<file path="src/hw/kmcPkg.sv">
package kmcPkg;

   ////////////////////////////////////////////////////////////////////////////
   // Microword formats
   ////////////////////////////////////////////////////////////////////////////

   // Jump view
   typedef struct packed
   {
      logic [2:0] src;       // Source select, 15:13
      logic [1:0] mar;       // High PC bits of the target
      logic [2:0] cond;      // Branch condition
      logic [7:0] target;    // Low target when taken from the word
   } kmcJmp_t;

   // ALU view
   typedef struct packed
   {
      logic [2:0] src;       // Source select, 15:13
      logic       dest;      // Destination register
      logic [3:0] aluOp;     // ALU function
      logic [7:0] imm;       // Immediate B operand
   } kmcAluFmt_t;

   // Same 16 bits, decoded by src
   typedef union packed
   {
      kmcJmp_t    jmp;
      kmcAluFmt_t alu;
   } kmcWord_u;

   ////////////////////////////////////////////////////////////////////////////
   // Field codes
   ////////////////////////////////////////////////////////////////////////////

   // Source codes; 3 and 5 decode as nop
   localparam logic [2:0] srcAluImmed = 3'd0;
   localparam logic [2:0] srcAluBrg   = 3'd1;
   localparam logic [2:0] srcAluIn    = 3'd2;
   localparam logic [2:0] srcJmpImmed = 3'd4;
   localparam logic [2:0] srcJmpBrg   = 3'd6;
   localparam logic [2:0] srcNop      = 3'd7;

   // Branch conditions
   localparam logic [2:0] condResvd  = 3'd0;
   localparam logic [2:0] condAlways = 3'd1;
   localparam logic [2:0] condAluC   = 3'd2;
   localparam logic [2:0] condAluZ   = 3'd3;
   localparam logic [2:0] condBrg0   = 3'd4;
   localparam logic [2:0] condBrg1   = 3'd5;
   localparam logic [2:0] condBrg4   = 3'd6;
   localparam logic [2:0] condBrg7   = 3'd7;

   // Destination of an ALU word
   localparam logic destBrg = 1'b0;
   localparam logic destOut = 1'b1;

   // ALU functions, A is always the branch register
   localparam logic [3:0] opPassB = 4'd0;
   localparam logic [3:0] opAdd   = 4'd1;
   localparam logic [3:0] opSub   = 4'd2;   // Carry set means no borrow
   localparam logic [3:0] opAnd   = 4'd3;
   localparam logic [3:0] opOr    = 4'd4;
   localparam logic [3:0] opXor   = 4'd5;
   localparam logic [3:0] opShr   = 4'd6;   // Carry gets bit shifted out
   localparam logic [3:0] opIncA  = 4'd7;

   // Idle word, loaded into the IR on reset and init
   localparam logic [15:0] nopWord = {srcNop, 13'd0};

   // CSR0 bit positions
   localparam int csr0Run     = 0;
   localparam int csr0Step    = 1;
   localparam int csr0Init    = 2;
   localparam int csr0CramIn  = 3;
   localparam int csr0CramOut = 4;
   localparam int csr0CramWr  = 5;

   // Word is a jump
   function automatic logic isJump(input logic [2:0] src);
      return (src == srcJmpImmed) || (src == srcJmpBrg);
   endfunction

   // Word is in the ALU format
   function automatic logic isAluFmt(input logic [2:0] src);
      return (src == srcAluImmed) || (src == srcAluBrg) || (src == srcAluIn);
   endfunction

endpackage
</file>
<file path="src/hw/kmcMaint.sv">
module kmcMaint
(
   input  logic        clk,
   input  logic        reset,
   input  logic        sel0Write,   // CSR0 write strobe
   input  logic        sel4Write,   // CSR4 write strobe
   input  logic        sel6Write,   // CSR6 write strobe
   input  logic [15:0] dataIn,      // Host write data
   output logic [ 9:0] maintAddr,   // CSR4
   output logic [15:0] maintInst,   // CSR6
   output logic        cramIn,
   output logic        cramOut,
   output logic        cramWrite,   // Store write pulse
   output logic        init,        // Processor clear pulse
   output logic        advance      // Sequencer clock enable
);

   import kmcPkg::*;

   logic run;
   logic stepPulse;

   ////////////////////////////////////////////////////////////////////////////
   // Maintenance address and instruction
   ////////////////////////////////////////////////////////////////////////////

   // Host data only, init leaves these alone
   always_ff @(posedge clk)
   begin
      if (sel4Write)
      begin
         maintAddr <= dataIn[9:0];
      end
      if (sel6Write)
      begin
         maintInst <= dataIn;
      end
   end

   ////////////////////////////////////////////////////////////////////////////
   // CSR0 levels
   ////////////////////////////////////////////////////////////////////////////

   always_ff @(posedge clk)
   begin
      if (reset)
      begin
         run     <= 1'b0;
         cramIn  <= 1'b0;
         cramOut <= 1'b0;
      end
      else if (sel0Write)
      begin
         run     <= dataIn[csr0Run];
         cramIn  <= dataIn[csr0CramIn];
         cramOut <= dataIn[csr0CramOut];
      end
   end

   ////////////////////////////////////////////////////////////////////////////
   // CSR0 pulses
   ////////////////////////////////////////////////////////////////////////////

   // Each pulse lasts the single cycle after the write
   always_ff @(posedge clk)
   begin
      if (reset)
      begin
         stepPulse <= 1'b0;
         init      <= 1'b0;
         cramWrite <= 1'b0;
      end
      else
      begin
         stepPulse <= sel0Write & dataIn[csr0Step];
         init      <= sel0Write & dataIn[csr0Init];
         // Store write needs both out and write bits in the same word
         cramWrite <= sel0Write & dataIn[csr0CramOut] & dataIn[csr0CramWr];
      end
   end

   // Free run, or one shot from step
   assign advance = run | stepPulse;

endmodule

</file>
<file path="config.mk">
export PLATFORM = sky130hd
export DESIGN_NAME = kmcMaint
export DESIGN_NICKNAME = d
export VERILOG_FILES = /design/src/hw/kmcPkg.sv /design/src/hw/kmcMaint.sv
export SDC_FILE = /design/constraint.sdc
export NUM_CORES = 1
export LEC_CHECK = 0
export BUFFER_PORTS_ARGS = -buffer_cell sky130_fd_sc_hd__clkbuf_2
export CORE_ASPECT_RATIO = 1.2
export CORE_MARGIN = 2
export CORE_UTILIZATION = 46
export CTS_CLUSTER_DIAMETER = 50
export DETAILED_ROUTE_END_ITERATION = 16
export GPL_TIMING_DRIVEN = 0
export PLACE_DENSITY = 0.82
export SLEW_MARGIN = 20
export SYNTH_ARGS = -nofsm -noshare
export SYNTH_HDL_FRONTEND = slang
export SYNTH_SLANG_ARGS = --single-unit
</file>
<file path="constraint.sdc">
create_clock -name clk -period 1.8 [get_ports clk]
set_input_delay 0.36 -clock clk [delete_from_list [all_inputs] [get_ports clk]]
set_output_delay 0.36 -clock clk [all_outputs]
set_load 0.01 [all_outputs]
</file>
# Word-level counts from Yosys, hierarchy flattened
# Index checks and enable logic that the tools add are counted.
[word_totals]
regBits = 32
in_bits = 21
elab_cells = 13
[op_classes]
bitwise = 5
[op_table]
columns = ["cell", "count"]
rows = [
  ["bitwise AND 1 bit", 4],
  ["OR 1 bit", 1],
]

# Longest topological paths before layout
# Gate-level depths: netlist of the first run.
[logic_depth]
ltp_word = 2
depth_mapped = 2
ltp_nobuf = 2

# Least setup slack after synthesis of the first run
# No wires, ideal clock.
[synth_path]
path_type = "register to output"
startpoint = "register run"
endpoint = "output port advance"
t_arrival_ps = 594
required_ps = 1440
slack_ps = 846
path_stages_with_launch = 2
path_buffers = 0
cell_sequence = "dfxtp_1 -> or2_2"
[synth_between]
elab_chain_cells = 1
[synth_lines]
columns = ["item", "line_no", "source"]
rows = [
  ["from (decl)", "kmcMaint.sv:20", "logic run;"],
  ["from (signal assigned)", "kmcMaint.sv:54", "run <= dataIn[csr0Run];"],
  ["OR 1 bit", "kmcMaint.sv:83", "assign advance = run | stepPulse;"],
  ["to (decl)", "kmcMaint.sv:15", "output logic advance"],
]
# No other way between the ends.

# Worst setup path in the final report of the first run
# Ends and elaborated chain as after synthesis.

==> results of run 1 <==
[area by class of cell]
cell class / instances / area [um2] / area share [%]
clock buffer: 8 / 58.8 / 4.41
sequential: 32 / 901 / 67.5
timing repair buffer: 51 / 255 / 19.1
multi-input combinational: 11 / 81.3 / 6.10
tap: 30 / 37.5 / 2.81
[cells in the final DEF (no fill, tap or decap)]
master	count
clkbuf_8	1
nand2_1	1
edfxtp_1	26
nor2_1	2
a21oi_1	1
clkbuf_1	2
clkbuf_2	51
and3b_2	2
or2_2	1
mux2i_1	2
nand2b_1	1
nor3b_2	1
dfxtp_1	6
clkbuf_4	5
[sequential cells by signal (all words and copies together), names as in the netlist]
name	cells
maintAddr	10
stepPulse	1
cramWrite	1
run	1
init	1
cramIn	1
maintInst	16
cramOut	1
[logic make-up (layout without fill, tap and decap cells)]
logic type / after synthesis / in the layout / share of synthesized area, %
AO/OA/AOI/OAI: 1 / 1 / 0.509
buffers and inverters: 0 / 59 / 0
flip-flops: 32 / 32 / 91.7
multiplexers: 2 / 2 / 2.04
AND/OR/NAND/NOR: 8 / 8 / 5.73
[how the worst max path moves through the flow]
stage                          start      end  slack, ns  cells after the start
floorplan           run$_SDFFE_PP0P_  advance       0.85                      1
global placement    run$_SDFFE_PP0P_  advance       0.75                      2
detailed placement  run$_SDFFE_PP0P_  advance       0.74                      2
CTS                 run$_SDFFE_PP0P_  advance       0.37                      2
global route        run$_SDFFE_PP0P_  advance       0.33                      2
finish              run$_SDFFE_PP0P_  advance       0.39                      2
[metal layers]
metal	routed length, um	global-route usage (%)	vias up
li1	-	-	278
met1	581	14.8	270
met3	212	8.58	6
met2	815	23.1	40
met4	36	8.57	0
met5	0	0	-
[power by group]
group	total, W	internal [W]	switching (W)
Combinational	0.000126	0.0000552	0.0000710
Sequential	0.000871	0.000857	0.0000140
Clock	0.000403	0.000192	0.000210
Total	0.00140	0.00110	0.000295
[stage by stage]
step / area [um2] / instances
2_1_floorplan: 982 / 43
3_3_place_gp: 1270 / 124
3_5_place_dp: 1270 / 124
4_1_cts: 1330 / 132
5_1_grt: 1330 / 132
6_report: 1330 / 132
==> flow_summary_export.csv, run 1 <==
group,metric,value,unit
sta,setup_viol,0,
power,peakVddDrop,0.580,mV
floorplan,rows,18,
sta,relSlewSlack,75.4,%
sta,setup_slack,0.392,ns
sta,post-route-period-util,78.2,%
synth,ys_types,10,
synth,synth_commonest_cells,"edfxtp_1 (26), dfxtp_1 (6), and3b_2 (2), mux2i_1 (2), nor2_1 (2)",
routing,routed_via_density,4.50,
floorplan,fp.dieW,46.2,um
critical_path,cp_top_family,"flip-flops",
min_path,hold_end,"maintInst[13]$_DFFE_PP_",
synth,yosysTopAreaCell,"edfxtp_1",
global_routing,grt_use_total,14.7,%
power,powerDensity,1050,nW/um2
critical_path,start_kind,"flop",
critical_path,path_cells,"or2_2 > clkbuf_2",
floorplan,core,2050,um2
routing,vias,594,
critical_path,r2r_end,"run$_SDFFE_PP0P_",
synth,ys_async_sr_fraction,0,%
cells_and_area,syn2layout_area_growth,35.8,%
synth,syn_area,982,um2
global_routing,antenna_found_initial,0,
global_routing,grt_max_degree,17,
critical_path,reg2reg_depth,2,
sta,setup_tns,0,ns
critical_path,worst-r2r-setup-slack,1.21,ns
synth,avgSynthCellArea,22.8,um2
critical_path,worst_setup_path_end_kind,"output pin",
cts,postCtsHoldBufs,0,
synth,synth_edf_count,26,
sta,worstMarginPinSlew,0.370,ns
synth,syn-num-nets,64,
routing,wire_per_inst,12.5,um
floorplan,initial_utilization,47.9,%
synth,synth.most_common_cell,"edfxtp_1",
status,outcome,"completed",
cts,cts_resized,0,
synth,synth_seq_area_share,91.7,%
placed_design,gp_congestion,0.645,
min_path,hold_start,"dataIn[13]",
critical_path,timing.rr.start,"run$_SDFFE_PP0P_",
synth,ys_warn_count,0,
routing,ant_nets,0,
sta,fin_hold_ws,0.208,ns
critical_path,cp_num_buf_inv,1,
sta,fin_skew,0,ns
global_routing,grt_pass1_wl,2350,um
cells_and_area,final_nets,122,
routing,drcViolationCount,0,
sta,fmax,0.710,GHz
cts,cts.sinks,32,
sta,hold_viol_final,0,
floorplan,die_area,2520,um2
critical_path,worstSetupPathType,"reg -> out",
synth,synthFlopType,"edfxtp_1",
cells_and_area,nFillCells,148,
placed_design,dp_slack,0.745,ns
sta,rsz0062_at_grt,"no",
job,drv_cap,0,
cts,cts_buffer_depth,2,
critical_path,path_max_fanout,2,
critical_path,cp.required,1.44,ns
global_routing,grt_overflow,0,
floorplan,io_pins,52,
cells_and_area,drive_above_1_share,59.8,%
critical_path,critPathArrivalTime,1.05,ns
cts,clkLatencyLatePin,0.32,ns
cts,cts.clk_slew.worst_paths,0.09,ns
cells_and_area,diodes,0,
sta,period_needed,1.41,ns
routing,drt_first_pass_iters,4,
synth,ys_ff_latch,32,
cells_and_area,finish.utilization,65.1,%
min_path,hold_depth,1,
routing,wl,1650,um
cts,htree_levels,2,
critical_path,cpMaxStageDelayCell,"dfxtp_1",
power,finalPower,0.00140,W
synth,syn_inst,43,
min_path,hp-class,"in -> reg",
power,p_leak,0.591,nW
cts,cts_setup_buffers,0,
synth,ys_top_cells_by_area,"edfxtp_1 (79%), dfxtp_1 (12%), and3b_2 (2.0%)",
floorplan,die_h,54.6,um
sta,drv_slew,0,
cts,cts_tree,"built",
cts,numCtsBuffers,5,
routing,drtIter0Drc,6,
placed_design,numPortBuffers,51,
critical_path,critPathMaxStageDelay,0.32,ns
synth,synth_top_area_share,79.5,%
cts,cts_root_buf,"clkbuf_4",
global_routing,grt_pass1_vias,525,
No activity file was read; power rests on OpenSTA's default activity.
==> inputs of run 2 (changes only) <==
--- a/config.mk
+++ b/config.mk
@@ -8,11 +8,11 @@
 export BUFFER_PORTS_ARGS = -buffer_cell sky130_fd_sc_hd__clkbuf_2
 export CORE_ASPECT_RATIO = 1.2
 export CORE_MARGIN = 2
-export CORE_UTILIZATION = 46
+export CORE_UTILIZATION = 42
 export CTS_CLUSTER_DIAMETER = 50
 export DETAILED_ROUTE_END_ITERATION = 16
 export GPL_TIMING_DRIVEN = 0
-export PLACE_DENSITY = 0.82
+export PLACE_DENSITY = 0.75
 export SLEW_MARGIN = 20
 export SYNTH_ARGS = -nofsm -noshare
 export SYNTH_HDL_FRONTEND = slang
==> constraint.sdc (replaced) <==
create_clock -name clk -period 1.45 [get_ports clk]
set_input_delay 0.29 -clock clk [delete_from_list [all_inputs] [get_ports clk]]
set_output_delay 0.29 -clock clk [all_outputs]
set_load 0.01 [all_outputs]
==> run 2 against run 1 <==
  * Worst setup slack got worse by 0.29 ns
  * Largest power group unchanged
  * Combinational power rose by 24%
  * Register-to-register slack got worse by 0.36 ns
  * Sequential cell count unchanged
==> flow_summary_export.csv, run 2 (same netlist as run 1, synthesis figures left out) <==
group,metric,value,unit
cells_and_area,largest_reg_flops,16,
cts,cts.sinks,32,
placed_design,gp_congestion,0.615,
sta,setup_viol,0,
sta,relSlewSlack,73.8,%
power,powerDensity,1430,nW/um2
sta,drv_slew,0,
cells_and_area,drive_above_1_share,61.8,%
cts,postCtsHoldBufs,0,
status,outcome,"completed",
cts,cts_buffer_depth,2,
cts,cts.clk_slew.worst_paths,0.09,ns
routing,vias,587,
routing,drcViolationCount,0,
global_routing,grt_use_total,12.4,%
cts,cts_setup_buffers,0,
power,finalPower,0.00196,W
global_routing,grt_pass1_wl,2210,um
routing,routed_via_density,4.41,
sta,post-route-period-util,92.9,%
cells_and_area,diodes,0,
sta,hold_viol_final,0,
critical_path,start_kind,"flop",
cells_and_area,reg_top3,"maintInst: 16 flops, maintAddr: 10 flops",
sta,fin_skew,0,ns
power,p_leak,0.610,nW
floorplan,initial_utilization,43.5,%
cts,cts_tree,"built",
floorplan,io_pins,52,
critical_path,worstSetupPathType,"reg -> out",
sta,worstMarginPinSlew,0.393,ns
global_routing,grt_pass1_vias,493,
cts,clkLatencyLatePin,0.32,ns
floorplan,fp.dieW,48.1,um
global_routing,grt_max_degree,17,
critical_path,path_max_fanout,2,
global_routing,grt_overflow,0,
global_routing,antenna_found_initial,0,
routing,drtIter0Drc,2,
critical_path,critPathArrivalTime,1.06,ns
cells_and_area,final_nets,122,
floorplan,die_h,57.0,um
routing,ant_nets,0,
min_path,hp-class,"in -> reg",
job,drv_cap,0,
critical_path,cp.required,1.16,ns
placed_design,numPortBuffers,51,
cells_and_area,final_cells,133,
power,peakVddDrop,0.736,mV
cells_and_area,mostFrequentLayoutCells,"clkbuf_2 (51), edfxtp_1 (26), dfxtp_1 (6)",
floorplan,rows,19,
sta,period_needed,1.35,ns
routing,wl,1520,um
sta,fin_hold_ws,0.137,ns
cts,numCtsBuffers,5,
sta,rsz0062_at_grt,"no",
cells_and_area,final_common_cell,"clkbuf_2",
cells_and_area,syn2layout_area_growth,39.6,%
critical_path,worst_setup_path_end_kind,"output pin",
sta,setup_tns,0,ns
sta,fmax,0.743,GHz
cts,cts_root_buf,"clkbuf_4",
cts,cts_resized,0,
floorplan,core,2260,um2
cells_and_area,largest_register,"maintInst",
routing,wire_per_inst,11.4,um
routing,drt_first_pass_iters,2,
cts,htree_levels,2,
sta,setup_slack,0.103,ns
placed_design,dp.cells,125,
floorplan,die_area,2740,um2
placed_design,dp_slack,0.459,ns
## run 2: power breakdown
part           switching, W  internal (W)
logic             0.0000875     0.0000685
clock network      0.000270      0.000458
registers         0.0000163       0.00106
## run 2: path summary, 6_finish.rpt
check / slack [ns] / to / start / depth (start not counted)
min: 0.14 / maintInst[13]$_DFFE_PP_ / dataIn[13] / 1
max reg2reg: 0.85 / cramOut$_SDFFE_PP0P_ / cramOut$_SDFFE_PP0P_ / 2
min reg2reg: 0.49 / cramOut$_SDFFE_PP0P_ / cramOut$_SDFFE_PP0P_ / 2
max: 0.10 / advance / run$_SDFFE_PP0P_ / 2
## run 2: metal layers
layer | track usage (%) | wire length [um]
met3 | 7.28 | 191
met5 | 0 | 0
met2 | 17.5 | 703
met1 | 13.6 | 587
met4 | 8.11 | 35
## run 2: area by class of cell
| cell class | instances | area (um2) |
|---|---|---|
| fillers | 169 | 887 |
| multi-input cells | 11 | 81.3 |
| repair buffers | 51 | 255 |
| well taps | 31 | 38.8 |
| clock inverters | 1 | 30.0 |
| flip-flops and latches | 32 | 901 |
| clock buffers | 7 | 65.1 |
## run 2: through the flow
step	utilization [%]	cell area (um2)
finish	60.7	1370
global route	60.7	1370
CTS	60.7	1370
detailed placement	56.5	1280
global placement	56.5	1280
floorplan	-	982
## run 2: critical path, stage by stage, from the launching register on
cell,delay [ns]
dfxtp_1,0.31
or2_2,0.29
clkbuf_2,0.13
==> inputs of run 3 (changes only) <==
--- a/config.mk
+++ b/config.mk
@@ -5,6 +5,7 @@
 export SDC_FILE = /design/constraint.sdc
 export NUM_CORES = 1
 export LEC_CHECK = 0
+export ABC_AREA = 1
 export BUFFER_PORTS_ARGS = -buffer_cell sky130_fd_sc_hd__clkbuf_2
 export CORE_ASPECT_RATIO = 1.2
 export CORE_MARGIN = 2
==> run 3 against run 2 <==
  * Clock power decreased by 39%
  * Sequential cell count is the same
  * Count of clock-buffer cells in the layout stayed put
  * Synthesized cell count increased by 21%
  * Wire length grew 7.4%
  * Sequential power about the same
  * Critical path depth did not move
  * Worst setup slack improved by 0.0022 ns
  * Hold slack improved by 0.0059 ns
  * Area after synthesis is 0.89% higher
  * Die area up 0.82%
  * Total power decreased by 14%
  * Highest routed layer unchanged
==> flow_summary_export.csv, run 3 <==
group,metric,value,unit
cells_and_area,reg_top3,"maintInst: 16 flops, maintAddr: 10 flops",
sta,setup_viol,0,
global_routing,grt_pass1_wl,2480,um
critical_path,worst_setup_path_end_kind,"output pin",
routing,drcViolationCount,0,
global_routing,grt_max_degree,17,
floorplan,initial_utilization,43.9,%
power,powerDensity,1260,nW/um2
synth,synth_top_area_share,78.8,%
critical_path,cp.required,1.16,ns
global_routing,grt_pass1_vias,620,
cells_and_area,largest_register,"maintInst",
global_routing,grt_overflow,0,
cells_and_area,finish.utilization,59.1,%
critical_path,path_max_fanout,2,
sta,setup_slack,0.106,ns
synth,ys_top_cells_by_area,"edfxtp_1 (79%), dfxtp_1 (12%), nand2_1 (2.3%)",
cts,cts_setup_buffers,0,
cells_and_area,final_nets,131,
critical_path,critPathArrivalTime,1.05,ns
synth,syn_area,991,um2
routing,wire_per_inst,11.5,um
synth,ys_async_sr_fraction,0,%
critical_path,timing.rr.start,"cramIn$_SDFFE_PP0P_",
cells_and_area,syn2layout_area_growth,34.7,%
cells_and_area,drive_above_1_share,54.1,%
placed_design,gp_congestion,0.744,
cells_and_area,nFillCells,177,
critical_path,r2r_end,"cramIn$_SDFFE_PP0P_",
sta,rsz0062_at_grt,"no",
sta,fmax,0.744,GHz
floorplan,io_pins,52,
critical_path,worst-r2r-setup-slack,0.89,ns
sta,worstMarginPinSlew,0.395,ns
placed_design,place_hpwl,1220,um
placed_design,place_area,1280,um2
sta,relSlewSlack,73.7,%
critical_path,start_kind,"flop",
cts,clkLatencyLatePin,0.31,ns
synth,avgSynthCellArea,19.1,um2
critical_path,reg2reg_depth,2,
cells_and_area,final_common_cell,"clkbuf_2",
synth,ys_warn_count,0,
cts,cts_resized,0,
power,p_leak,0.610,nW
cts,cts.clk_slew.worst_paths,0.09,ns
critical_path,worstSetupPathType,"reg -> out",
placed_design,numPortBuffers,51,
global_routing,grt_use_total,12.8,%
min_path,hp-class,"in -> reg",
sta,fin_skew,0,ns
cells_and_area,largest_reg_flops,16,
power,finalPower,0.00169,W
cts,numCtsBuffers,5,
floorplan,rows,19,
synth,syn_inst,52,
cts,postCtsHoldBufs,0,
min_path,hold_start,"dataIn[13]",
sta,setup_tns,0,ns
floorplan,core,2260,um2
sta,hold_viol_final,0,
min_path,hold_depth,1,
synth,synth.most_common_cell,"edfxtp_1",
synth,synthFlopType,"edfxtp_1",
placed_design,dp_slack,0.455,ns
synth,yosysTopAreaCell,"edfxtp_1",
synth,synth_seq_area_share,90.9,%
floorplan,die_area,2770,um2
critical_path,critPathMaxStageDelay,0.32,ns
routing,drt_first_pass_iters,2,
cts,cts_root_buf,"clkbuf_4",
synth,ys_types,9,
routing,wl,1630,um
routing,drtIter0Drc,3,
cts,cts_buffer_depth,2,
floorplan,die_h,57.2,um
cts,htree_levels,2,
sta,drv_slew,0,
cells_and_area,mostFrequentLayoutCells,"clkbuf_2 (51), edfxtp_1 (26), nand2_1 (6), dfxtp_1 (6), clkbuf_4 (5)",
global_routing,antenna_found_initial,0,
routing,routed_via_density,4.37,
sta,period_needed,1.34,ns
min_path,hold_end,"maintInst[13]$_DFFE_PP_",
job,drv_cap,0,
critical_path,path_cells,"or2_2 > clkbuf_2",
synth,synth_commonest_cells,"edfxtp_1 (26), dfxtp_1 (6), nand2_1 (6)",
cells_and_area,stdcell_area,1340,um2
synth,synth_edf_count,26,
power,peakVddDrop,0.744,mV
routing,vias,620,
routing,ant_nets,0,
cts,cts.sinks,32,
cts,cts_tree,"built",
status,outcome,"completed",
synth,syn-num-nets,73,
floorplan,fp.dieW,48.3,um
sta,post-route-period-util,92.7,%
critical_path,cpMaxStageDelayCell,"dfxtp_1",
synth,ys_ff_latch,32,
cells_and_area,diodes,0,
==> run 3: layout make-up <==
class / instances / area [um2] / share of cell area (%)
multi-input cells: 16 / 75.1 / 5.62
flip-flops and latches: 32 / 901 / 67.5
repair buffers: 51 / 255 / 19.1
clock inverters: 1 / 5.00 / 0.375
well taps: 31 / 38.8 / 2.91
inverters: 4 / 15.0 / 1.12
clock buffers: 7 / 45.0 / 3.37
==> run 3: worst max path at each step <==
stage                          to              from
after floorplan           advance  run$_SDFFE_PP0P_
after global placement    advance  run$_SDFFE_PP0P_
after detailed placement  advance  run$_SDFFE_PP0P_
after CTS                 advance  run$_SDFFE_PP0P_
after global routing      advance  run$_SDFFE_PP0P_
final                     advance  run$_SDFFE_PP0P_
==> run 3: cells by family after synthesis <==
family / share of synthesized area (%)
buf+inv: 1.51
flops: 90.9
simple gates: 7.58
==> run 3: metal layers <==
layer  vias up  routed length (um)  global-route usage, %
met3         5                 126                   5.24
met1       282                 612                   11.7
met5         -                   0                      0
met4         0                  46                   11.0
li1        298                   -                      -
met2        35                 845                   21.8
==> run 3: report_power, final <==
part | internal, W | leakage (nW) | switching (W)
sequential | 0.00106 | 0.304 | 0.0000182
combinational | 0.0000669 | 0.277 | 0.0000928
clock | 0.000189 | 0.0293 | 0.000255
==> run 3: per-stage QoR <==
step           hold slack (ns)  instances
6_report                 0.143        142
5_1_grt                  0.133        142
4_1_cts                  0.127        142
3_5_place_dp             0.464        134
3_3_place_gp             0.449        134
2_1_floorplan            0.362         52
==> run 3: critical path, delay by kind of cell (launching register included) <==
family | cells | cell delay, ns
AND/OR/NAND/NOR | 1 | 0.29
flip-flops | 1 | 0.32
buffers and inverters | 1 | 0.13
