File: config.mk
export PLATFORM = sky130hd
export DESIGN_NAME = kmcAlu
export DESIGN_NICKNAME = d
export VERILOG_FILES = /design/src/hw/kmcPkg.sv /design/src/hw/kmcAlu.sv
export SDC_FILE = /design/constraint.sdc
export NUM_CORES = 1
export LEC_CHECK = 0
export BUFFER_PORTS_ARGS = -buffer_cell sky130_fd_sc_hd__buf_2
export CORE_UTILIZATION = 45
export DETAILED_ROUTE_END_ITERATION = 8
export GPL_TIMING_DRIVEN = 1
export PLACE_DENSITY_LB_ADDON = 0.25
export SKIP_CTS_REPAIR_TIMING = 1
export SYNTH_ARGS = -nofsm -noshare
export SYNTH_HDL_FRONTEND = slang
export SYNTH_SLANG_ARGS = --single-unit
File: constraint.sdc
create_clock -name clk -period 3.7 [get_ports clk]
set_clock_uncertainty 0.05 [all_clocks]
set_input_delay 0.74 -clock clk [delete_from_list [all_inputs] [get_ports clk]]
set_output_delay 0.74 -clock clk [all_outputs]
set_load 0.02 [all_outputs]
File: src/hw/kmcPkg.sv
package kmcPkg;

   ////////////////////////////////////////////////////////////////////////////
   // Microword formats
   ////////////////////////////////////////////////////////////////////////////

   // Jump view
   typedef struct packed
   {
      logic [2:0] src;       // Source select, 15:13
      logic [1:0] mar;       // High PC bits of the target
      logic [2:0] cond;      // Branch condition
      logic [7:0] target;    // Low target when taken from the word
   } kmcJmp_t;

   // ALU view
   typedef struct packed
   {
      logic [2:0] src;       // Source select, 15:13
      logic       dest;      // Destination register
      logic [3:0] aluOp;     // ALU function
      logic [7:0] imm;       // Immediate B operand
   } kmcAluFmt_t;

   // Same 16 bits, decoded by src
   typedef union packed
   {
      kmcJmp_t    jmp;
      kmcAluFmt_t alu;
   } kmcWord_u;

   ////////////////////////////////////////////////////////////////////////////
   // Field codes
   ////////////////////////////////////////////////////////////////////////////

   // Source codes; 3 and 5 decode as nop
   localparam logic [2:0] srcAluImmed = 3'd0;
   localparam logic [2:0] srcAluBrg   = 3'd1;
   localparam logic [2:0] srcAluIn    = 3'd2;
   localparam logic [2:0] srcJmpImmed = 3'd4;
   localparam logic [2:0] srcJmpBrg   = 3'd6;
   localparam logic [2:0] srcNop      = 3'd7;

   // Branch conditions
   localparam logic [2:0] condResvd  = 3'd0;
   localparam logic [2:0] condAlways = 3'd1;
   localparam logic [2:0] condAluC   = 3'd2;
   localparam logic [2:0] condAluZ   = 3'd3;
   localparam logic [2:0] condBrg0   = 3'd4;
   localparam logic [2:0] condBrg1   = 3'd5;
   localparam logic [2:0] condBrg4   = 3'd6;
   localparam logic [2:0] condBrg7   = 3'd7;

   // Destination of an ALU word
   localparam logic destBrg = 1'b0;
   localparam logic destOut = 1'b1;

   // ALU functions, A is always the branch register
   localparam logic [3:0] opPassB = 4'd0;
   localparam logic [3:0] opAdd   = 4'd1;
   localparam logic [3:0] opSub   = 4'd2;   // Carry set means no borrow
   localparam logic [3:0] opAnd   = 4'd3;
   localparam logic [3:0] opOr    = 4'd4;
   localparam logic [3:0] opXor   = 4'd5;
   localparam logic [3:0] opShr   = 4'd6;   // Carry gets bit shifted out
   localparam logic [3:0] opIncA  = 4'd7;

   // Idle word, loaded into the IR on reset and init
   localparam logic [15:0] nopWord = {srcNop, 13'd0};

   // CSR0 bit positions
   localparam int csr0Run     = 0;
   localparam int csr0Step    = 1;
   localparam int csr0Init    = 2;
   localparam int csr0CramIn  = 3;
   localparam int csr0CramOut = 4;
   localparam int csr0CramWr  = 5;

   // Word is a jump
   function automatic logic isJump(input logic [2:0] src);
      return (src == srcJmpImmed) || (src == srcJmpBrg);
   endfunction

   // Word is in the ALU format
   function automatic logic isAluFmt(input logic [2:0] src);
      return (src == srcAluImmed) || (src == srcAluBrg) || (src == srcAluIn);
   endfunction

endpackage
File: src/hw/kmcAlu.sv
module kmcAlu
(
   input  logic               clk,
   input  logic               reset,
   input  logic               init,        // Processor clear
   input  logic               advance,     // Register enable
   input  kmcPkg::kmcWord_u   cram,        // Current microword
   input  logic [7:0]         inPort,      // External input
   output logic [7:0]         branchLow,   // Low jump target
   output logic               aluC,        // Carry flag
   output logic               aluZ,        // Zero flag
   output logic [7:0]         brg,         // Branch register
   output logic [7:0]         outReg       // Output register
);

   import kmcPkg::*;

   logic [7:0] opA;
   logic [7:0] opB;
   logic [8:0] result;     // Carry in bit 8
   logic       aluWord;

   ////////////////////////////////////////////////////////////////////////////
   // Operand select
   ////////////////////////////////////////////////////////////////////////////

   // A side fixed
   assign opA = brg;

   // B side by source
   always_comb
   begin
      case (cram.alu.src)
         srcAluBrg : opB = brg;
         srcAluIn  : opB = inPort;
         default   : opB = cram.alu.imm;
      endcase
   end

   ////////////////////////////////////////////////////////////////////////////
   // ALU function
   ////////////////////////////////////////////////////////////////////////////

   always_comb
   begin
      case (cram.alu.aluOp)
         opPassB : result = {1'b0, opB};
         opAdd   : result = {1'b0, opA} + {1'b0, opB};
         // Two's complement add, carry out is no borrow
         opSub   : result = {1'b0, opA} + {1'b0, ~opB} + 9'd1;
         opAnd   : result = {1'b0, opA & opB};
         opOr    : result = {1'b0, opA | opB};
         opXor   : result = {1'b0, opA ^ opB};
         // Bit 0 falls into carry
         opShr   : result = {opA[0], 1'b0, opA[7:1]};
         opIncA  : result = {1'b0, opA} + 9'd1;
         default : result = {1'b0, opB};
      endcase
   end

   // Jumps and nops leave all registers alone
   assign aluWord = isAluFmt(cram.alu.src);

   ////////////////////////////////////////////////////////////////////////////
   // Result registers and flags
   ////////////////////////////////////////////////////////////////////////////

   always_ff @(posedge clk)
   begin
      if (reset | init)
      begin
         brg    <= 8'd0;
         outReg <= 8'd0;
         aluC   <= 1'b0;
         aluZ   <= 1'b0;
      end
      else if (advance & aluWord)
      begin
         if (cram.alu.dest == destOut)
         begin
            outReg <= result[7:0];
         end
         else
         begin
            brg <= result[7:0];
         end
         // Flags from every ALU word, either destination
         aluC <= result[8];
         aluZ <= (result[7:0] == 8'd0);
      end
   end

   ////////////////////////////////////////////////////////////////////////////
   // Jump target
   ////////////////////////////////////////////////////////////////////////////

   // Offset from brg or from the word itself
   assign branchLow = (cram.jmp.src == srcJmpBrg) ? brg : cram.jmp.target;

endmodule

* Word level (Yosys, flattened, before mapping)
Cells that the tools add are included.
** Storage, ports and cells
- Logic and storage cells :: 34
- Output and inout bits :: 26
- Bits in registers :: 18
- Input bits :: 28
** Operators by class
- Add/sub/neg operators :: 4
- Reductions and logical operators :: 6
- Bitwise logic cells :: 7
- Equality and inequality tests :: 10
- Mux-type cells :: 3
** Operator list (number)
- 9-bit one-hot mux with 7 select lines :: 1
- 8-bit by 8-bit adder with 9-bit output :: 2
- 4-bit by 3-bit equality test with 1-bit output, second input constant :: 4
- 8-bit one-hot mux with 2 select lines :: 1
- 8-bit by 1-bit adder with 9-bit output, second input constant :: 1
- 9-bit by 1-bit adder with 9-bit output, second input constant :: 1
- 8-bit AND :: 1
- 4-bit by 2-bit equality test with 1-bit output, second input constant :: 2
- 8-bit zero test :: 1
- 8-bit 2-to-1 mux :: 1
- 8-bit NOT :: 1
- 8-bit OR :: 1
- 8-bit bitwise XOR :: 1
- 4-bit by 1-bit equality test with 1-bit output, second input constant :: 1
- 2-bit AND reduction :: 2
- 3-bit by 1-bit equality test with 1-bit output, second input constant :: 1
- 3-bit by 2-bit equality test with 1-bit output, second input constant :: 1
- 3-bit equality test, second input constant :: 1
- 3-bit zero test :: 1
- 1-bit logical OR :: 2
- 1-bit AND :: 1
- 1-bit NOT :: 1
- 1-bit OR :: 1

* Longest topological paths before layout
Gate-level depths: netlist of the first run.
- Word-level depth :: 7
- Mapped depth :: 15
- Gate-level depth less buffers :: 14

* Least setup slack after synthesis of the first run
OpenSTA, ideal clock, no wires.
- Path type :: in2reg
- Start point :: input cram[14] in the netlist's numbering
- End point :: register aluZ
- Arrival :: 3.742 ns
- Slack :: -0.174 ns
- Cell stages on the path :: 14
- Setup time :: 0.083 ns
- Buffers on the path :: 1
- Cell sequence :: or2_1 buf_2 o221a_2 o22ai_2 inv_1 ha_1 inv_1 fa_1 mux2_2 a221oi_1 o32a_2 nor4bb_1 or4b_4 o31ai_4
** Between the ends
- Word-level cells in the longest chain between the ends :: 7
- Elaborated cells between the ends (all ways) :: 16
- Classes of those cells :: add/sub: 3; eq/ne: 2; mux: 2; bitwise: 5; reduce/logical: 4
** Ends and longest elaborated chain
- from (decl) :: RTL line kmcAlu.sv:7 : input kmcPkg::kmcWord_u cram,
- 3-bit by 2-bit equality test with 1-bit output / 3-bit by 1-bit equality test with 1-bit output (equally long branches) :: RTL line kmcPkg.sv:86, kmcAlu.sv:33
- 8-bit one-hot mux with 2 select lines :: RTL line kmcAlu.sv:33 : case (cram.alu.src)
- 8-bit NOT :: RTL line kmcAlu.sv:50 : opSub : result = {1'b0, opA} + {1'b0, ~opB} + 9'd1;
- 8-bit by 8-bit adder with 9-bit output :: RTL line kmcAlu.sv:50
- 9-bit by 1-bit adder with 9-bit output :: RTL line kmcAlu.sv:50
- 9-bit one-hot mux with 7 select lines :: RTL line kmcAlu.sv:46 : case (cram.alu.aluOp)
- 8-bit zero test :: RTL line kmcAlu.sv:89 : aluZ <= (result[7:0] == 8'd0);
- to (signal assigned) :: RTL line kmcAlu.sv:89
- to (decl) :: RTL line kmcAlu.sv:11 : output logic aluZ,
Several ways; a longest one is shown, not always the timed one.
A chain may end at the register's enable or synchronous reset.

* Worst setup path after layout of the first run
- Start point :: input cram[15] in the netlist's numbering
- End point :: register aluZ
Same word-level chain as after synthesis.

==> summary.md, run 1 <==
| Metric | Value |
|---|---|
| Post-DRT Antenna Nets | `0` |
| Vias in the first global route | `about 3.2k` |
| Vias | `~3.4k` |
| Htree depth | `1` |
| Total Power | `approximately 0.8 mW` |
| Switching Fraction | `37.4%` |
| Setup_tns | `0 ns` |
| Int Pwr | `around 0.50 mW` |
| Port Buffers | `53` |
| Sequential power share | `approximately 25%` |
| Clk root buf | `clkbuf_8` |
| Startpoint types | `input port` |
| TritonCTS clock tree | `yes` |
| Initial antenna violation count | `0` |
| Async set-or-reset flop fraction in the synthesized netlist | `0%` |
| Core Footprint | `5640 um2` |
| Die H | `79.5 um` |
| Worst EP required | `roughly 3.8 ns` |
| Syn Inst Count | `~380` |
| Starting Density | `47.9%` |
| CP cell instances | `buf_8 > or2_4 > o221a_4 > o22ai_4 > inv_2 > ha_4 > inv_2 > fa_1 > mux2_4 > a221oi_2 > o32a_2 > nor4bb_4 > or4b_4 > o31ai_4` |
| Number of remaining DRC errors | `0` |
| Pwr per Cell Area | `211 nW/um2` |
| Slew Limit Fails | `0` |
| Most frequent cells in the layout | `80 x buf_4, 51 x buf_2, 41 x nor2_1` |
| Crit path max-delay family | `compound AO/OA/AOI/OAI gates` |
| Nets | `around 550` |
| Fmax | `roughly 270 MHz` |
| Total grt overflow | `0` |
| Critical-path maximum fanout | `6` |
| Seq/Total Area, Yosys | `a little over an eighth` |
| Pre-Repair DR Iteration Count | `5` |
| DP Wirelength | `~7700 um` |
| WHS | `roughly 0.41 ns` |
| DIE WIDTH | `between 70 and 80 um` |
| Maximum VDD drop | `roughly 0.00017 V` |
| Leakage power of the design | `around 1.8 nW` |
| RSZ-0062 raised after global routing | `true` |
| Fin crit share | `98.6%` |
| Final core area utilization | `66.6%` |
| Comb power frac | `between 50% and 60%` |
| Library cells used by synthesis | `67` |
| CP max-delay cell | `or4b_4` |
| Routed wire length | `9520 um` |
| Number of CTS-inserted buffers | `3` |
| Clock-pin slew on the worst setup and hold paths | `~0.070 ns` |
| Largest net degree at the start of global routing | `23` |
| Number of synthesized flops with an enable pin | `0` |
| R2R depth | `13` |
| Clock power frac | `20.4%` |
| Post-Place Cells | `559` |
| GP Congestion | `1.04` |
| Mapped cell area | `~2700 um2` |
| Period minus WS final | `between 3 and 4 ns` |
| Maxcap violations | `0` |
| CP endpoint kind | `flip-flop` |
| Vias per cell | `approximately 6.0` |
| Syn nets | `436` |
| Max stage delay on crit path | `about 0.50 ns` |
| Kind of critical path | `input port to flip-flop` |
| Finished Layout Cells | `between 500 and 600` |
| Max Root-Sink Buffers | `2` |
| Hold crit path type | `flip-flop to flip-flop` |
| Clk_lat worst skew | `roughly 0.25 ns` |
| Hold path depth | `2` |
| Synthesis-to-layout area growth | `38.9%` |
| WP buf/inv | `3` |
| Slew margin rel. | `between 50% and 60%` |
| Status | `finished, final reports clean` |
| Slew @ Worst Pin | `about 0.67 ns` |
| Share of layout cells above drive strength 1 | `roughly 35%` |
| NetSw | `slightly below 0.3 mW` |
| Die area | `6320 um2` |
| Starting DRT DRC Count | `253` |
| # clock sinks | `18` |
| Arr. time, crit path | `about 3.8 ns` |
| I/O pins | `54` |
| WL/cell | `about 17 um` |
| All-Layer GR Usage | `30.5%` |
| First-pass GRT wire length | `15100 um` |
| # setup viols final | `0` |
| Site row count | `27` |
| Ys Warns | `0` |
| Top cell by count, worst path | `inv_2` |
| Final Hold Fails | `0` |
| Syn Area/Cell | `between 7 and 8 um2` |
| Most common cell after layout, fill and taps aside | `buf_4` |
| # diodes | `0` |
| FF+latch count, synth | `18` |
| Critical path depth in cells | `14` |
| Synth Flop Type | `dfxtp_1` |
-- registers in the layout (all words and copies together) (netlist names) --
register and flops:
aluC 1, brg 8, aluZ 1, outReg 8
-- per-layer routing --
| layer | GRT usage [%] | up-vias | wire [um] |
|---|---|---|---|
| li1 | - | 1617 | - |
| met1 | 38.9 | 1580 | 4030 |
| met2 | 53.1 | 165 | 4560 |
| met3 | 4.11 | 28 | 653 |
| met4 | 8.73 | 0 | 266 |
| met5 | 0 | - | 0 |
-- final timing paths --
| path | from | to | slack (ns) |
|---|---|---|---|
| worst max register to register | brg[0] | aluZ | 0.40 |
| worst min register to register | outReg[6] | outReg[6] | 0.41 |
| worst min-delay path | outReg[6] | outReg[6] | 0.41 |
| worst max-delay path | cram[15] | aluZ | 0.05 |
-- power groups by stage --
stage / sequential, mW / combinational, mW / clock [mW]
after floorplan: 0.209 / 0.234 / 0
final: 0.199 / 0.431 / 0.162
after CTS: 0.199 / 0.411 / 0.166
after detailed placement: 0.204 / 0.409 / 0
after global placement: 0.204 / 0.401 / 0
after global routing: 0.200 / 0.469 / 0.173
-- worst register-to-register path, cell delays in order (launching register included) --
cell	delay [ns]
dfxtp_1	0.48
o221a_4	0.26
o22ai_4	0.08
o21ai_0	0.10
ha_2	0.21
inv_1	0.05
fa_1	0.50
nor2b_1	0.14
nor3_1	0.05
a211oi_1	0.23
o32a_2	0.21
nor4bb_4	0.21
or4b_4	0.50
o31ai_4	0.16
-- cells in the mapped netlist (5+ instances only) --
master | instances | area, um2
a211oi_1 | 16 | 120
a21oi_1 | 27 | 135
buf_2 | 7 | 35.0
clkbuf_1 | 8 | 30.0
dfxtp_1 | 18 | 360
ha_1 | 30 | 375
inv_1 | 31 | 116
nand2_1 | 31 | 116
nand2b_1 | 8 | 50.1
nor2_1 | 41 | 154
nor2b_1 | 10 | 62.6
nor3_1 | 9 | 45.0
o211ai_1 | 5 | 37.5
o21a_1 | 7 | 52.6
o21ai_0 | 25 | 125
o221a_2 | 6 | 67.6
o22ai_1 | 6 | 37.5
or2_2 | 6 | 37.5
-- stage by stage --
stage,setup WS (ns),cell area (um2)
floorplan,-0.0188,2780
global placement,-0.359,3620
detailed placement,-0.366,3620
CTS,-0.130,3670
global route,-0.0930,3760
finish,0.0509,3760
-- logic make-up after synthesis --
kind of cell | share of synthesized area (%)
fa+ha+maj | 15.4
flops | 13.3
mux | 2.36
simple gates | 25.6
buf+inv | 7.82
xor+xnor | 0.972
compound gates | 34.5
-- layout make-up --
| type | instances | area [um2] |
|---|---|---|
| fill | 500 | 1890 |
| sequential | 18 | 360 |
| multi-input combinational | 306 | 2240 |
| clock buffer | 4 | 55.1 |
| timing repair buffer | 133 | 886 |
| tap | 72 | 90.1 |
| inverter | 32 | 120 |
Note: power is estimated with default switching activity, not from simulation.
==> run 2, diff against run 1 <==
Settings changed: ABC_AREA set to 1.
==> summary.md, run 2 <==
| Metric | Value |
|---|---|
| Largest net degree at the start of global routing | `18 (-22%)` |
| Worst Hold Launch | `aluC` |
| Most frequent cell after synthesis | `nand2_1` |
| Ys Warns | `0 (unchanged)` |
| Reg-to-reg critical path startpoint | `brg[0]` |
| # diodes | `0 (unchanged)` |
| Number of synthesized flops with an enable pin | `0 (unchanged)` |
| Vias per cell | `5.47 (-8.8%)` |
| Most frequent cells in the layout | `99 x nand2_1, 58 x inv_1, 53 x buf_2` |
| Nets | `505 (-8.8%)` |
| Max Root-Sink Buffers | `2 (unchanged)` |
| Period minus WS final | `3.32 ns (-0.325 ns)` |
| Vias | `2791 (-18%)` |
| Syn Area/Cell | `5.95 um2 (-17%)` |
| Fmax | `301 MHz (+9.8%)` |
| Final Hold Fails | `0 (unchanged)` |
| Most common cell after layout, fill and taps aside | `nand2_1` |
| Slew margin rel. | `42.6% (-13 points)` |
| All-Layer GR Usage | `27.3% (-3.2 points)` |
| Synth Flop Type | `dfxtp_1` |
| Starting Density | `47.8% (-0.11 points)` |
| Synth top cells by count | `99 x nand2_1, 58 x inv_1, 39 x a21oi_1` |
| Startpoint types | `input port` |
| Seq/Total Area, Yosys | `15.6% (+2.3 points)` |
| Routed wire length | `7070 um (-26%)` |
| Syn Inst Count | `387 (+2.9%)` |
| Post-DRT Antenna Nets | `0 (unchanged)` |
| Cell taking the most area after synthesis | `ha_1` |
| Die area | `5410 um2 (-14%)` |
| Setup_tns | `0 ns (unchanged)` |
| GP Congestion | `1.05 (+0.95%)` |
| Critical-path maximum fanout | `8 (+2)` |
| Site row count | `25 (-7.4%)` |
| Share of layout cells above drive strength 1 | `18.1% (-17 points)` |
| Core Footprint | `4820 um2 (-15%)` |
| Syn nets | `447 (+2.5%)` |
| Clk root buf | `clkbuf_8` |
| DIE WIDTH | `73.5 um (-7.5%)` |
| Maximum VDD drop | `0.000151 V (-12%)` |
| Maxcap violations | `0 (unchanged)` |
| DP Wirelength | `5800 um (-24%)` |
| Port Buffers | `53 (unchanged)` |
| R2R depth | `18 (+5)` |
| Mapped cell area | `2300 um2 (-15%)` |
| Clock-pin slew on the worst setup and hold paths | `0.06 ns (about the same)` |
| RSZ-0062 raised after global routing | `false` |
| Total Power | `0.567 mW (-28%)` |
| Slew Limit Fails | `0 (unchanged)` |
| Number of CTS-inserted buffers | `3 (unchanged)` |
| Die H | `73.5 um (-7.5%)` |
| Largest cells by area after synthesis | `ha_1 16%, nand2_1 16%, dfxtp_1 16%` |
| I/O pins | `54 (unchanged)` |
| Library cells used by synthesis | `31 (-54%)` |
| Final instance area | `2710 um2 (-28%)` |
| Post-place setup slack | `0.162 ns (+0.528 ns)` |
| Slew @ Worst Pin | `0.858 ns (+0.190 ns)` |
| Initial antenna violation count | `0 (unchanged)` |
| CP endpoint kind | `flip-flop` |
| Synth top area share | `16.3% (+2.4 points)` |
| Number of remaining DRC errors | `0 (unchanged)` |
| WHS | `0.414 ns (+0.00891 ns)` |
| Post-DP Area | `2670 um2 (-26%)` |
| # clock sinks | `18 (unchanged)` |
| Worst EP required | `3.84 ns (about the same)` |
| Total grt overflow | `0 (unchanged)` |
| # setup viols final | `0 (unchanged)` |
| First-pass GRT wire length | `11400 um (-25%)` |
| R2r endpoint | `aluZ` |
| Starting DRT DRC Count | `201 (-21%)` |
| Htree depth | `1 (unchanged)` |
| Status | `finished, final reports clean` |
| Vias in the first global route | `2360 (-26%)` |
| Worst Hold End | `aluC` |
| Async set-or-reset flop fraction in the synthesized netlist | `0% (unchanged)` |
| TritonCTS clock tree | `yes` |
| Pwr per Cell Area | `209 nW/um2 (-0.74%)` |
| Final worst setup slack | `0.376 ns (+0.325 ns)` |
| Hold crit path type | `flip-flop to flip-flop` |
| Synthesis-to-layout area growth | `17.6%` |
| R2R Setup Slk | `0.75 ns (+0.35 ns)` |
| Regs by FF count | `brg: 8 flops, outReg: 8 flops` |
| FF+latch count, synth | `18 (unchanged)` |
| Kind of critical path | `input port to flip-flop` |
| Arr. time, crit path | `3.46 ns (-0.32 ns)` |
| Leakage power of the design | `1.51 nW (-16%)` |
| Pre-Repair DR Iteration Count | `4 (-1)` |
| Fin crit share | `89.8% (-8.8 points)` |
| WL/cell | `13.9 um (-18%)` |
| Clk_lat worst skew | `0.26 ns (about the same)` |
| Hold path depth | `2 (unchanged)` |
[run 2: cell types whose count changed in the layout (fill, tap and decap cells not counted), moves of 10 or more]
cell / change
a211oi_1: -14
a21oi_1: +12
buf_4: -76
inv_1: +30
nand2_1: +68
nand3_1: +18
nor2b_1: -10
o21ai_0: +14
[run 2: how the worst max path moves through the flow]
stage / start / to / slack (ns) / cells after the start
after CTS: cram[14] / aluZ / 0.42 / 22
after detailed placement: cram[14] / aluZ / 0.16 / 24
after global placement: cram[14] / aluZ / 0.27 / 22
after global routing: cram[14] / aluZ / 0.07 / 24
final: cram[14] / aluZ / 0.38 / 22
after floorplan: cram[15] / aluZ / 0.70 / 20
[run 2: cell families after synthesis]
logic type / after synthesis / synth area share [%]
xor+xnor: 1 / 0.380
flops: 18 / 15.6
buf+inv: 70 / 11.4
fa+ha+maj: 32 / 18.0
compound gates: 91 / 21.5
simple gates: 175 / 33.0
[run 2: worst max-delay path: stages]
cell and delay, ns:
buf_2 0.14, inv_2 0.05, nand3_2 0.14, nand2_2 0.07, inv_2 0.13, nand2_1 0.09, nand3_2 0.09, inv_1 0.10
nor2_1 0.16, inv_1 0.08, fa_1 0.42, o21ai_0 0.25, nand2_1 0.10, nand2_1 0.07, nor2_1 0.04, nor4_1 0.21
nand2_1 0.10, nand2_1 0.12, nand2_1 0.08, nor2_1 0.10, nand3_1 0.08, a21oi_1 0.11
[run 2: cell type report]
cell class	count	area, um2
clock buffer	3	41.3
fill	529	2110
inverter	66	248
multi-input combinational	299	1680
sequential	18	360
tap	67	83.8
timing repair buffer	57	295
[run 2: metal layers]
metal / GRT usage [%] / routed length, um / vias up
met3: 4.25 / 551 / 11
met1: 39.8 / 3270 / 1268
met4: 7.91 / 101 / 0
met5: 0 / 0 / -
li1: - / - / 1386
met2: 41.2 / 3140 / 126
[run 2: where the power goes]
part / internal, mW / switching, mW
Sequential: 0.197 / 0.00370
Clock: 0.0724 / 0.0640
Combinational: 0.0763 / 0.154
[run 2: metrics by stage]
step	util (%)	std cells
6_report	56.2	510
5_1_grt	56.2	510
4_1_cts	56.2	510
3_5_place_dp	55.4	507
3_3_place_gp	55.4	507
2_1_floorplan	-	387
==> run 3, diff against run 2 <==
Settings changed: MAX_ROUTING_LAYER set to met4.
==> summary.md, run 3 (same netlist as run 2, synthesis figures left out) <==
| Metric | Value |
|---|---|
| Multi-input logic area | `1680 um2 (unchanged)` |
| Final Hold Fails | `0 (unchanged)` |
| Die H | `73.5 um (unchanged)` |
| Slew @ Worst Pin | `0.937 ns (+0.0784 ns)` |
| DP Wirelength | `5730 um (-1.2%)` |
| Number of remaining DRC errors | `0 (unchanged)` |
| GP Congestion | `1.05 (-0.18%)` |
| Maximum VDD drop | `0.000164 V (+8.6%)` |
| Fmax | `301 MHz (about the same)` |
| All-Layer GR Usage | `27.3% (about the same)` |
| TritonCTS clock tree | `yes` |
| Most frequent cells in the layout | `99 x nand2_1, 58 x inv_1, 53 x buf_2` |
| Worst EP required | `3.84 ns (about the same)` |
| DIE WIDTH | `73.5 um (unchanged)` |
| Max Root-Sink Buffers | `2 (unchanged)` |
| RSZ-0062 raised after global routing | `false` |
| Clk root buf | `clkbuf_8` |
| Pwr per Cell Area | `217 nW/um2 (+3.7%)` |
| Most common cell after layout, fill and taps aside | `nand2_1` |
| Number of CTS-inserted buffers | `3 (unchanged)` |
| Slew Limit Fails | `0 (unchanged)` |
| Regs by FF count | `brg: 8 flops, outReg: 8 flops` |
| Leakage power of the design | `1.52 nW (+0.79%)` |
| Clk_lat worst skew | `0.26 ns (about the same)` |
| Slew margin rel. | `37.3% (-5.2 points)` |
| Final worst setup slack | `0.378 ns (+0.00264 ns)` |
| Hold crit path type | `flip-flop to flip-flop` |
| Setup_tns | `0 ns (unchanged)` |
| # clock sinks | `18 (unchanged)` |
| Share of layout cells above drive strength 1 | `18.4% (+0.37 points)` |
| Nets | `506 (+0.20%)` |
| Top cell by count, worst path | `nand2_1` |
| I/O pins | `54 (unchanged)` |
| WHS | `0.416 ns (+0.00151 ns)` |
| Die area | `5410 um2 (unchanged)` |
| Pre-Repair DR Iteration Count | `7 (+3)` |
| Starting Density | `47.8% (unchanged)` |
| R2R Setup Slk | `0.63 ns (-0.12 ns)` |
| Clock-pin slew on the worst setup and hold paths | `0.07 ns (about the same)` |
| Synthesis-to-layout area growth | `18.5%` |
| Max stage delay on crit path | `0.43 ns (about the same)` |
| Port Buffers | `53 (unchanged)` |
| Starting DRT DRC Count | `241 (+20%)` |
| Kind of critical path | `input port to flip-flop` |
| Post-DRT Antenna Nets | `0 (unchanged)` |
| Reg-to-reg critical path startpoint | `brg[0]` |
| Comb power frac | `39.1% (-1.4 points)` |
| Seq. cell area | `360 um2 (unchanged)` |
| NetSw | `0.224 mW (+1.1%)` |
| Core Footprint | `4820 um2 (unchanged)` |
| Post-place setup slack | `0.182 ns (+0.0201 ns)` |
| Total grt overflow | `0 (unchanged)` |
| Site row count | `25 (unchanged)` |
| Htree depth | `1 (unchanged)` |
| R2r endpoint | `aluZ` |
| Vias in the first global route | `2347 (-0.55%)` |
| Fin crit share | `89.8% (about the same)` |
| # setup viols final | `0 (unchanged)` |
| Maxcap violations | `0 (unchanged)` |
| Period minus WS final | `3.32 ns (-0.00264 ns)` |
| Initial antenna violation count | `0 (unchanged)` |
| Critical path capture point | `aluZ` |
| Critical-path maximum fanout | `8 (unchanged)` |
| WL/cell | `13.7 um (-1.4%)` |
| CP cell instances | `buf_2 > inv_2 > nand3_2 > nand2_2 > inv_2 > nand2_1 > nand3_2 > inv_1 > nor2_1 > inv_1 > fa_1 > o21ai_0 > nand2_1 > nand2_1 > nor2_1 > nor4_1 > nand2_1 > nand2_1 > nand2_1 > nor2_1 > nand3_1 > a21oi_1` |
| Worst Setup SP | `cram[14]` |
| Sequential power share | `33.8% (-1.6 points)` |
| Filler cell count | `522 (-1.3%)` |
| CP max-delay cell | `fa_1` |
| Int Pwr | `0.369 mW (+6.7%)` |
| Arr. time, crit path | `3.47 ns (about the same)` |
| Largest net degree at the start of global routing | `18 (unchanged)` |
| Startpoint types | `input port` |
| Clock power frac | `27.1% (+3.1 points)` |
| Vias per cell | `5.45 (-0.46%)` |
| CP endpoint kind | `flip-flop` |
| Routed wire length | `7000 um (-0.98%)` |
| Vias | `2789 (-0.072%)` |
| R2R depth | `18 (unchanged)` |
| Status | `finished, final reports clean` |
| # diodes | `0 (unchanged)` |
| Switching Fraction | `37.7% (-1.3 points)` |
| First-pass GRT wire length | `11100 um (-2.5%)` |
-- run 3: cell types whose count changed in the layout (fill, tap and decap cells not counted), sizes merged --
cell / delta
clkbuf: +1
buf: +1
-- run 3: worst min-delay path by stage --
stage,end,slack [ns],depth (start not counted),start
global route,aluC,0.44,2,aluC
CTS,aluC,0.42,2,aluC
floorplan,aluC,0.49,2,aluC
detailed placement,aluC,0.41,2,aluC
global placement,aluC,0.41,2,aluC
finish,aluC,0.42,2,aluC
-- run 3: power groups by stage --
stage | logic [mW] | clock network, mW | registers (mW)
global placement | 0.224 | 0 | 0.205
detailed placement | 0.227 | 0 | 0.205
global route | 0.261 | 0.174 | 0.201
floorplan | 0.150 | 0 | 0.209
finish | 0.232 | 0.160 | 0.201
CTS | 0.228 | 0.162 | 0.201
-- run 3: layout make-up --
type / count / share of cell area (%)
multi-input cells: 299 / 61.5
flip-flops and latches: 18 / 13.2
repair buffers: 58 / 11.1
inverters: 66 / 9.07
well taps: 67 / 3.07
clock buffers: 4 / 2.02
-- run 3: critical path: cells and delay by family --
kind,cells,cell delay [ns]
compound gates,2,0.39
simple gates,14,1.41
fa+ha+maj,1,0.43
buf+inv,5,0.49
-- run 3: metal layers --
layer	GRT usage, %	share of wire (%)
met3	3.16	7.5
met1	38.8	47
met4	8.12	1.6
met2	40.3	44
met5	-	0
-- run 3: stage by stage --
| stage | cells | power (mW) | cell area [um2] | utilization (%) |
|---|---|---|---|---|
| global placement | 508 | 0.429 | 2680 | 55.5 |
| global route | 512 | 0.635 | 2730 | 56.7 |
| CTS | 512 | 0.591 | 2730 | 56.7 |
| finish | 512 | 0.593 | 2730 | 56.7 |
| floorplan | 387 | 0.359 | 2300 | - |
| detailed placement | 508 | 0.432 | 2680 | 55.5 |
